<file path="src/verilog/frontend_pkg.sv">
package frontend_pkg;

    // datapath widths
    localparam int XLEN   = 32;
    localparam int EXCP_W = 7;

    // values shown while the decode register holds a bubble
    localparam logic [XLEN-1:0] PC_RESET = 32'h1c000000;
    localparam logic [XLEN-1:0] INST_NOP = 32'h03400000;  // andi r0,r0,0

    // major opcodes, one per instruction format
    localparam logic [9:0]  OPC_ADDI_W = 10'h00a;
    localparam logic [9:0]  OPC_ANDI   = 10'h00d;
    localparam logic [16:0] OPC_ADD_W  = 17'h00020;

    // predecode classes handed to the decoder
    localparam int CLS_W = 2;

    localparam logic [CLS_W-1:0] CLS_NOP     = 2'd0;
    localparam logic [CLS_W-1:0] CLS_ALU_REG = 2'd1;  // three-register alu
    localparam logic [CLS_W-1:0] CLS_ALU_IMM = 2'd2;  // register plus 12-bit immediate
    localparam logic [CLS_W-1:0] CLS_OTHER   = 2'd3;

    // one instruction word, two ways of slicing it
    typedef union packed {
        struct packed {
            logic [16:0] opcode;
            logic [4:0]  rk;
            logic [4:0]  rj;
            logic [4:0]  rd;
        } fmt_3r;
        struct packed {
            logic [9:0]  opcode;
            logic [11:0] imm;
            logic [4:0]  rj;
            logic [4:0]  rd;
        } fmt_2ri12;
    } inst_fmt_u;

endpackage

</file>
<file path="src/verilog/fetch_id_if.sv">
`timescale 1ns/1ps

interface fetch_id_if import frontend_pkg::*; ();

    // head packet of the fetch buffer
    logic [XLEN-1:0]   pkt_pc;
    logic [XLEN-1:0]   pkt_inst0;
    logic [XLEN-1:0]   pkt_inst1;
    logic [EXCP_W-1:0] pkt_excp;

    logic readygo;  // buffer holds at least one packet
    logic take;     // head is consumed at this edge

    // buffer side
    modport src (
        output pkt_pc,
        output pkt_inst0,
        output pkt_inst1,
        output pkt_excp,
        output readygo,
        input  take
    );

    // decode register side
    modport dst (
        input  pkt_pc,
        input  pkt_inst0,
        input  pkt_inst1,
        input  pkt_excp,
        input  readygo,
        output take
    );

endinterface

</file>
<file path="src/verilog/fetch_buf.sv">
`timescale 1ns/1ps

module fetch_buf import frontend_pkg::*; #(
    parameter int FIFO_DEPTH = 4
) (
    input  logic              clk,
    input  logic              rst_n,
    input  logic              flush,
    input  logic              fetch_valid,
    input  logic [XLEN-1:0]   fetch_pc,
    input  logic [XLEN-1:0]   fetch_inst0,
    input  logic [XLEN-1:0]   fetch_inst1,
    input  logic [EXCP_W-1:0] fetch_excp,
    output logic              fetch_ready,
    fetch_id_if.src           bus
);

    localparam int PTR_W = $clog2(FIFO_DEPTH);
    localparam int CNT_W = PTR_W + 1;
    localparam int PKT_W = 3 * XLEN + EXCP_W;

    // packet storage, fields packed as pc, inst0, inst1, excp
    logic [PKT_W-1:0] mem [FIFO_DEPTH];

    logic [PTR_W-1:0] wr_ptr;
    logic [PTR_W-1:0] rd_ptr;
    logic [CNT_W-1:0] count;

    logic wr_en;
    logic rd_en;

    // a write arriving with flush is dropped
    assign wr_en = fetch_valid && fetch_ready && !flush;
    assign rd_en = bus.take;

    assign fetch_ready = (count != CNT_W'(FIFO_DEPTH));
    assign bus.readygo = (count != '0);

    assign {bus.pkt_pc, bus.pkt_inst0, bus.pkt_inst1, bus.pkt_excp} = mem[rd_ptr];

    always_ff @(posedge clk) begin
        if (wr_en) begin
            mem[wr_ptr] <= {fetch_pc, fetch_inst0, fetch_inst1, fetch_excp};
        end
    end

    // pointers wrap on their own since the depth is a power of two
    always_ff @(posedge clk or negedge rst_n) begin
        if (!rst_n) begin
            wr_ptr <= '0;
            rd_ptr <= '0;
        end else if (flush) begin
            wr_ptr <= '0;
            rd_ptr <= '0;
        end else begin
            if (wr_en) begin
                wr_ptr <= wr_ptr + 1'b1;
            end
            if (rd_en) begin
                rd_ptr <= rd_ptr + 1'b1;
            end
        end
    end

    always_ff @(posedge clk or negedge rst_n) begin
        if (!rst_n) begin
            count <= '0;
        end else if (flush) begin
            count <= '0;
        end else begin
            case ({wr_en, rd_en})
                2'b10:   count <= count + 1'b1;
                2'b01:   count <= count - 1'b1;
                default: count <= count;  // idle, or push and pop together
            endcase
        end
    end

endmodule

</file>
<file path="src/verilog/fifo_id_reg.sv">
`timescale 1ns/1ps

module fifo_id_reg import frontend_pkg::*; (
    input  logic              clk,
    input  logic              rst_n,
    input  logic              flush,
    input  logic              id_allowin,
    fetch_id_if.dst           bus,
    output logic              id_valid,
    output logic [XLEN-1:0]   id_pc,
    output logic [XLEN-1:0]   id_inst0,
    output logic [XLEN-1:0]   id_inst1,
    output logic [EXCP_W-1:0] id_excp
);

    logic load_bubble;

    assign bus.take = bus.readygo && id_allowin;

    // decode wants a packet but the buffer has none
    assign load_bubble = id_allowin && !bus.readygo;

    always_ff @(posedge clk or negedge rst_n) begin
        if (!rst_n) begin
            id_valid <= 1'b0;
            id_pc    <= PC_RESET;
            id_inst0 <= INST_NOP;
            id_inst1 <= INST_NOP;
            id_excp  <= '0;
        end else if (flush || load_bubble) begin
            id_valid <= 1'b0;
            id_pc    <= PC_RESET;
            id_inst0 <= INST_NOP;
            id_inst1 <= INST_NOP;
            id_excp  <= '0;
        end else if (bus.take) begin
            id_valid <= 1'b1;
            id_pc    <= bus.pkt_pc;
            id_inst0 <= bus.pkt_inst0;
            id_inst1 <= bus.pkt_inst1;
            id_excp  <= bus.pkt_excp;
        end
        // otherwise decode is stalled and the packet stays put
    end

endmodule

</file>
<file path="src/verilog/frontend_top.sv">
`timescale 1ns/1ps

module frontend_top import frontend_pkg::*; #(
    parameter int FIFO_DEPTH = 4
) (
    input  logic              clk,
    input  logic              rst_n,
    input  logic              flush,
    input  logic              fetch_valid,
    input  logic [XLEN-1:0]   fetch_pc,
    input  logic [XLEN-1:0]   fetch_inst0,
    input  logic [XLEN-1:0]   fetch_inst1,
    input  logic [EXCP_W-1:0] fetch_excp,
    input  logic              id_allowin,
    output logic              fetch_ready,
    output logic              id_valid,
    output logic [XLEN-1:0]   id_pc,
    output logic [XLEN-1:0]   id_inst0,
    output logic [XLEN-1:0]   id_inst1,
    output logic [EXCP_W-1:0] id_excp,
    output logic [CLS_W-1:0]  id_class0,
    output logic [CLS_W-1:0]  id_class1,
    output logic [4:0]        id_rd0,
    output logic [4:0]        id_rd1,
    output logic [XLEN-1:0]   id_imm0,
    output logic [XLEN-1:0]   id_imm1
);

    fetch_id_if fid_if ();  // buffer head to decode register

    fetch_buf #(
        .FIFO_DEPTH (FIFO_DEPTH)
    ) u_fetch_buf (
        .clk         (clk),
        .rst_n       (rst_n),
        .flush       (flush),
        .fetch_valid (fetch_valid),
        .fetch_pc    (fetch_pc),
        .fetch_inst0 (fetch_inst0),
        .fetch_inst1 (fetch_inst1),
        .fetch_excp  (fetch_excp),
        .fetch_ready (fetch_ready),
        .bus         (fid_if.src)
    );

    fifo_id_reg u_fifo_id_reg (
        .clk        (clk),
        .rst_n      (rst_n),
        .flush      (flush),
        .id_allowin (id_allowin),
        .bus        (fid_if.dst),
        .id_valid   (id_valid),
        .id_pc      (id_pc),
        .id_inst0   (id_inst0),
        .id_inst1   (id_inst1),
        .id_excp    (id_excp)
    );

    // predecode works on the held words, so results line up with id_valid
    id_predecode u_id_predecode (
        .inst0  (id_inst0),
        .inst1  (id_inst1),
        .class0 (id_class0),
        .class1 (id_class1),
        .rd0    (id_rd0),
        .rd1    (id_rd1),
        .imm0   (id_imm0),
        .imm1   (id_imm1)
    );

endmodule

</file>
<file path="src/verilog/id_predecode.sv">
`timescale 1ns/1ps

module id_predecode import frontend_pkg::*; (
    input  logic [XLEN-1:0]  inst0,
    input  logic [XLEN-1:0]  inst1,
    output logic [CLS_W-1:0] class0,
    output logic [CLS_W-1:0] class1,
    output logic [4:0]       rd0,
    output logic [4:0]       rd1,
    output logic [XLEN-1:0]  imm0,
    output logic [XLEN-1:0]  imm1
);

    inst_fmt_u w0;
    inst_fmt_u w1;

    assign w0 = inst0;
    assign w1 = inst1;

    // nop is checked first since it is itself a valid andi
    function automatic logic [CLS_W-1:0] inst_class(input inst_fmt_u w);
        logic [CLS_W-1:0] cls;
        if (w == INST_NOP) begin
            cls = CLS_NOP;
        end else if (w.fmt_3r.opcode == OPC_ADD_W) begin
            cls = CLS_ALU_REG;
        end else if (w.fmt_2ri12.opcode == OPC_ADDI_W ||
                     w.fmt_2ri12.opcode == OPC_ANDI) begin
            cls = CLS_ALU_IMM;
        end else begin
            cls = CLS_OTHER;
        end
        return cls;
    endfunction

    // addi.w sign-extends, andi is a logical op and zero-extends
    function automatic logic [XLEN-1:0] inst_imm(input inst_fmt_u w);
        logic [XLEN-1:0] imm;
        logic [11:0]     field;
        field = w.fmt_2ri12.imm;
        imm   = '0;
        if (inst_class(w) == CLS_ALU_IMM) begin
            if (w.fmt_2ri12.opcode == OPC_ADDI_W) begin
                imm = {{(XLEN-12){field[11]}}, field};
            end else begin
                imm = {{(XLEN-12){1'b0}}, field};
            end
        end
        return imm;
    endfunction

    assign class0 = inst_class(w0);
    assign class1 = inst_class(w1);

    // rd sits in the same place in both formats
    assign rd0 = w0.fmt_3r.rd;
    assign rd1 = w1.fmt_3r.rd;

    assign imm0 = inst_imm(w0);
    assign imm1 = inst_imm(w1);

endmodule
</file>
<file path="config.mk">
export PLATFORM = sky130hd
export DESIGN_NAME = frontend_top
export DESIGN_NICKNAME = d
export VERILOG_FILES = /design/src/verilog/frontend_pkg.sv /design/src/verilog/fetch_id_if.sv /design/src/verilog/fetch_buf.sv /design/src/verilog/fifo_id_reg.sv /design/src/verilog/frontend_top.sv /design/src/verilog/id_predecode.sv
export SDC_FILE = /design/constraint.sdc
export NUM_CORES = 1
export LEC_CHECK = 0
export BUFFER_PORTS_ARGS = -buffer_cell sky130_fd_sc_hd__buf_4
export CAP_MARGIN = 15
export CELL_PAD_IN_SITES_DETAIL_PLACEMENT = 0
export CELL_PAD_IN_SITES_GLOBAL_PLACEMENT = 1
export CORE_ASPECT_RATIO = 0.5
export CORE_MARGIN = 2
export CORE_UTILIZATION = 53
export DETAILED_ROUTE_END_ITERATION = 6
export PLACE_DENSITY_LB_ADDON = 0.15
export SLEW_MARGIN = 20
export SYNTH_ARGS = -nofsm -noshare
export SYNTH_HDL_FRONTEND = slang
export SYNTH_HIERARCHICAL = 1
export SYNTH_SLANG_ARGS = --single-unit
</file>
<file path="constraint.sdc">
create_clock -name clk -period 12 [get_ports clk]
set_clock_uncertainty 0.2 [all_clocks]
set_input_delay 1.2 -clock clk [delete_from_list [all_inputs] [get_ports clk]]
set_output_delay 1.2 -clock clk [all_outputs]
set_load 0.02 [all_outputs]
</file>
==> summary.txt, run 1 <==
status: finished clean
Netlist cell types: 48
full die area: 0.0397 mm^2
Cell Pwr Density: 208 mW/mm^2
Setup Buffers After CTS: 0
final setup violation count: 0
DRT Pass-1 Iters: 5
Worst-Margin Slew: 1160 ps
CP arrival: 2910 ps
CTS tree: done
worst min path class: register to register
Cell Area, Synth: 0.0201 mm^2
vias per cell: 5.97
clock share of power: 0.320
critical path class: register to primary output
Crit path largest cell delay: 930 ps
global-route wire length before repair: 65,200 um
f_max: 232 MHz
Fin. Hold Viols: 0
Layout area overhead: 19.0%
Max-Cap Viols: 0
Residual DRC: 0
Yosys reg bits: 523
combinational share of power: 0.228
asr flop ratio synth: 0.212
Post-Synthesis Net Count: 1,084
largest net degree at the start of global routing: 82
internal power: 3.61 mW
Die Y-Extent: 142 um
Placed Cells: 1,660
CP max FO: 4
CP most frequent cell: nor4_1
Clk Latency, worst-skew pair: 560 ps
fin area: 0.0240 mm^2
fin nets: 1,326
final cell count without fillers: 1,745
commonest cells after routing, fill and taps aside: 412 x edfxtp_1, 303 x buf_4, 103 x mux4_2
Ys Warns: 6
Flop pwr share: 0.452
post-layout min period: 4310 ps
vias post-DR: 10,400
post-cts resize count: 0
Clock Sinks: 523
ys flop type: edfxtp_1
static leakage: 8.70 nW
WL/cell: 24.9 um
Routed WL: 43,400 um
most common cell after layout, fill and taps aside: edfxtp_1
final-layout fill cell count: 2,560
cells after synthesis: 971
EDFF count, synth: 412
DIE WIDTH: 280 um
VDD IR max: 120 uV
IO Count: 291
Placer Congestion: 0.751
CP top delay family: simple AND/OR/NAND/NOR gates
Crit-path slowest cell: nor4_1
antenna violations before repair: 2
CTS Hold Bufs: 0
Pins Over Slew Limit: 0
Area after DPL: 0.0223 mm^2
row count: 50
core area: 0.0374 mm^2
Total GRT Usage: 0.220
CTS root buf: clkbuf_16
Port Buffer Count: 290
Buf+Inv Stages, Crit Path: 1
worst path required time: 10,600 ps
sequential cell area fraction in the yosys report: 0.753
ANT nets after route: 0
worst rel slew slack: 0.228
Net Switching: 1.38 mW
Sw Ratio: 0.277
total global routing overflow: 0
Avg Cell Area, Syn: 20.7 um^2
clock buffer depth: 3
Final HPWL DP: 25,700 um
Initial Util: 0.538
Clk pin slew, worst setup/hold paths: 70 ps
H-tree levels: 2
TritonCTS Buffers: 45
cell breakdown of the critical path: nor4_1, nand3_1, nor4_1, o211ai_1, buf_4
Final period util: 0.359
vias in the first global route: 10,800
layout cells sized above 1: 0.410
initial DRC count: 873
Setup TNS Final: 0 ps
Layout Utilization: 0.641
critical path startpoint category: register
CP Capture Type: primary output
unrepaired setup endpoints after global routing: no
==> per-stage QoR <==
stage | hold WS, ps | setup WS (ps) | power [mW]
floorplan | 345 | 7170 | 3.07
global placement | 278 | 7930 | 3.42
detailed placement | 282 | 7740 | 3.45
CTS | 299 | 7750 | 5.05
global route | 305 | 7690 | 5.20
finish | 295 | 7690 | 5.00
==> cell usage after synthesis, drive strengths merged (2+ instances only) <==
master | number | area share
edfxtp | 412 | 0.61
mux4 | 103 | 0.12
dfrtp | 102 | 0.13
buf | 100 | 0.037
a32o | 94 | 0.047
and2 | 28 | 0.0090
nor4 | 17 | 0.0060
nand2 | 14 | 0.0026
nor2 | 11 | 0.0025
clkbuf | 9 | 0.0017
dfstp | 9 | 0.012
inv | 9 | 0.0017
nand3 | 9 | 0.0025
o32a | 9 | 0.0045
nor3 | 6 | 0.0015
a21oi | 4 | 0.00099
ha | 4 | 0.0025
nor3b | 4 | 0.0017
o21ai | 4 | 0.00099
and3 | 2 | 0.00062
and3b | 2 | 0.00087
nor2b | 2 | 0.00062
o2111a | 2 | 0.0011
xor2 | 2 | 0.00087
==> routing by layer <==
metal / share of wire / track usage / wire (um)
met5: 0 / 0 / 0
met4: 0.016 / 0.0470 / 678
met3: 0.056 / 0.0362 / 2450
met2: 0.50 / 0.367 / 21800
met1: 0.42 / 0.313 / 18400
==> flip-flops by register name (all words and copies together), names as in the netlist <==
register	cells
u_fetch_buf/mem	412
u_fifo_id_reg/id_inst0	32
u_fifo_id_reg/id_inst1	32
u_fifo_id_reg/id_pc	32
u_fifo_id_reg/id_excp	7
u_fetch_buf/count	3
u_fetch_buf/rd_ptr	2
u_fetch_buf/wr_ptr	2
u_fifo_id_reg/id_valid	1
==> cell families after synthesis <==
group	count (synthesis)	share of synthesized area
flip-flops	523	0.753
AO/OA/AOI/OAI	119	0.0571
buffers and inverters	118	0.0403
multiplexers	103	0.115
AND/OR/NAND/NOR	100	0.0299
adder cells (fa/ha/maj)	5	0.00348
XOR/XNOR	3	0.00130
==> power by group through the flow <==
stage	Combinational, mW	Sequential (mW)	Clock [mW]
finish	1.14	2.26	1.60
global route	1.21	2.28	1.71
CTS	1.15	2.26	1.64
detailed placement	1.14	2.30	0
global placement	1.13	2.29	0
floorplan	0.753	2.32	0
==> worst paths after layout <==
| kind | start | to | slack, ps | cells past startpoint |
|---|---|---|---|---|
| worst max-delay path | u_fifo_id_reg/id_inst1[0] | id_class1[1] | 7690 | 5 |
| worst min-delay path | u_fifo_id_reg/id_pc[1] | u_fifo_id_reg/id_pc[1] | 300 | 1 |
| worst max register to register | u_fetch_buf/rd_ptr[0] | u_fifo_id_reg/id_inst1[22] | 8400 | 4 |
| worst min register to register | u_fifo_id_reg/id_pc[1] | u_fifo_id_reg/id_pc[1] | 300 | 1 |
| max in group asynchronous | rst_n | u_fetch_buf/rd_ptr[1] | 9550 | 2 |
| min in group asynchronous | rst_n | u_fifo_id_reg/id_inst1[11] | 550 | 1 |
==> area by class of cell <==
class | instances | area [um^2] | share of cell area
sequential | 523 | 15200 | 0.633
multi-input combinational | 330 | 4200 | 0.175
timing repair buffer | 304 | 2290 | 0.0957
clock buffer | 60 | 1270 | 0.0532
tap | 494 | 618 | 0.0258
clock inverter | 24 | 377 | 0.0157
inverter | 9 | 37.5 | 0.00157
antenna | 1 | 2.50 | 0.000104
(Power assumes the default switching activity.)
==> inputs of run 2 (changes only) <==
--- a/config.mk
+++ b/config.mk
@@ -11,7 +11,7 @@
 export CELL_PAD_IN_SITES_GLOBAL_PLACEMENT = 1
 export CORE_ASPECT_RATIO = 0.5
 export CORE_MARGIN = 2
-export CORE_UTILIZATION = 53
+export CORE_UTILIZATION = 49
 export DETAILED_ROUTE_END_ITERATION = 6
 export PLACE_DENSITY_LB_ADDON = 0.15
 export SLEW_MARGIN = 20
==> constraint.sdc (replaced) <==
create_clock -name clk -period 4.1 [get_ports clk]
set_clock_uncertainty 0.2 [all_clocks]
set_input_delay 0.41 -clock clk [delete_from_list [all_inputs] [get_ports clk]]
set_output_delay 0.41 -clock clk [all_outputs]
set_load 0.02 [all_outputs]
==> run 2 against run 1 <==
- critical path depth did not move
- final cell count rose by 9.5%
- final area up 4.8%
- sequential share of layout area down 2.9 points
- critical path type unchanged
- highest routed layer unchanged
==> summary.txt, run 2 (same netlist as run 1, synthesis figures left out) <==
Pins Over Slew Limit: 0 (unchanged)
Worst-Margin Slew: 980 ps (-178 ps)
static leakage: 9.17 nW (+5.4%)
Final HPWL DP: 26,500 um (+3.0%)
initial DRC count: 771 (-12%)
DIE WIDTH: 291 um (+3.9%)
Layout Utilization: 0.621 (-0.0201)
CP most frequent cell: nor4_1
Clock Sinks: 523 (unchanged)
flip-flop count of the largest register after layout: 412 (unchanged)
status: finished clean
global-route wire length before repair: 68,900 um (+5.6%)
DRT Pass-1 Iters: 5 (unchanged)
layout cells sized above 1: 0.378 (-0.0318)
Cell Pwr Density: 571 mW/mm^2 (+170%)
wire length on met2: 23,500 um (+7.7%)
full die area: 0.0428 mm^2 (+8.0%)
Crit-path slowest cell: nor4_1
worst min path class: register to register
IO Count: 291 (unchanged)
Clk Latency, worst-skew pair: 560 ps (about the same)
f_max: 295 MHz
worst rel slew slack: 0.341 (+0.113)
Fin. Hold Viols: 0 (unchanged)
critical path class: register to primary output
met3 WL: 2410 um (-1.5%)
Routed WL: 44,800 um (+3.3%)
Placer Congestion: 0.745 (-0.79%)
worst path required time: 3490 ps (-7110 ps)
Crit path largest cell delay: 860 ps (-70 ps)
row count: 52 (+4.0%)
met1 wire length: 18,400 um (-0.20%)
cell breakdown of the critical path: nor4_1, nand3_1, nor4_1, o211ai_1, buf_4
vias in the first global route: 11,600 (+7.1%)
largest net degree at the start of global routing: 80 (-2.4%)
CP arrival: 2780 ps (-130 ps)
post-cts resize count: 0 (unchanged)
unrepaired setup endpoints after global routing: no
final-layout fill cell count: 2,921 (+14%)
CTS tree: done
Die Y-Extent: 147 um (+3.9%)
post-layout min period: 3390 ps
vias per cell: 5.67 (-5.1%)
antenna violations before repair: 0 (-2)
H-tree levels: 2 (unchanged)
max layer used: met4
Max-Cap Viols: 0 (unchanged)
Final period util: 0.826
TritonCTS Buffers: 45 (unchanged)
fin nets: 1,447 (+9.1%)
CP max FO: 4 (unchanged)
Residual DRC: 0 (unchanged)
Clk pin slew, worst setup/hold paths: 60 ps (about the same)
CTS root buf: clkbuf_16
critical path startpoint category: register
Total GRT Usage: 0.212 (-0.00818)
Layout area overhead: 24.7%
WL/cell: 23.5 um (-5.7%)
most common cell after layout, fill and taps aside: edfxtp_1
Initial Util: 0.498 (-0.0407)
final setup violation count: 0 (unchanged)
Setup TNS Final: 0 ps (unchanged)
clock buffer depth: 3 (unchanged)
core area: 0.0405 mm^2 (+8.2%)
CP Capture Type: primary output
# diodes: 0 (-1)
VDD IR max: 282 uV (+140%)
vias post-DR: 10,800 (+3.9%)
total global routing overflow: 0 (unchanged)
ANT nets after route: 0 (unchanged)
commonest cells after routing, fill and taps aside: 412 x edfxtp_1, 309 x buf_4, 109 x dlygate4sd3_1
Port Buffer Count: 290 (unchanged)
Most flops, register: u_fetch_buf/mem
## run 2: routing by layer
| layer | vias to the layer above | track usage |
|---|---|---|
| li1 | 4714 | - |
| met1 | 5769 | 0.281 |
| met2 | 309 | 0.374 |
| met3 | 39 | 0.0372 |
| met4 | 0 | 0.0427 |
| met5 | - | 0 |
## run 2: final cells by class
type | count | area (um^2) | area share
clock buffers | 64 | 1300 | 0.0518
well taps | 540 | 676 | 0.0269
inverters | 9 | 37.5 | 0.00149
clock inverters | 20 | 196 | 0.00782
multi-input cells | 330 | 4200 | 0.167
repair buffers | 425 | 3540 | 0.141
flip-flops and latches | 523 | 15200 | 0.604
## run 2: repair_timing
action,CTS,global route
buffers inserted,0,0
hold endpoints to repair,486,0
hold buffers,109,0
endpoints found under the setup margin,0,0
## run 2: where the power goes
group | switching (mW) | total [mW] | internal [mW] | leakage, nW
Sequential | 0.412 | 6.60 | 6.19 | 5.22
Clock | 1.83 | 4.30 | 2.46 | 0.741
Combinational | 1.79 | 3.45 | 1.66 | 3.20
## run 2: final timing paths
| kind | from | to | slack (ps) | cells past startpoint |
|---|---|---|---|---|
| max in group asynchronous | rst_n | u_fifo_id_reg/id_inst0[16] | 2480 | 3 |
| min reg2reg | u_fifo_id_reg/id_pc[29] | u_fifo_id_reg/id_pc[29] | 290 | 1 |
| min in group asynchronous | rst_n | u_fifo_id_reg/id_inst1[18] | 320 | 2 |
| min | u_fifo_id_reg/id_pc[29] | u_fifo_id_reg/id_pc[29] | 290 | 1 |
| max | u_fifo_id_reg/id_inst1[1] | id_class1[1] | 710 | 5 |
| max reg2reg | u_fetch_buf/count[1] | u_fetch_buf/count[1] | 1070 | 7 |
## run 2: critical path, delay by kind of cell (launching register included)
kind | cells | cell delay (ps)
buf+inv | 1 | 180
flops | 1 | 410
compound gates | 1 | 160
simple gates | 3 | 1480
## run 2: metrics by stage
step	hold slack (ps)	cell area (um^2)	instances	total power, mW	setup slack (ps)
floorplan	-85.6	20100	971	8.99	56.6
global route	312	25100	1911	15.0	567
global placement	278	22500	1718	10.1	1130
CTS	299	25100	1911	14.5	715
detailed placement	285	22500	1718	10.1	1120
finish	293	25100	1911	14.4	713
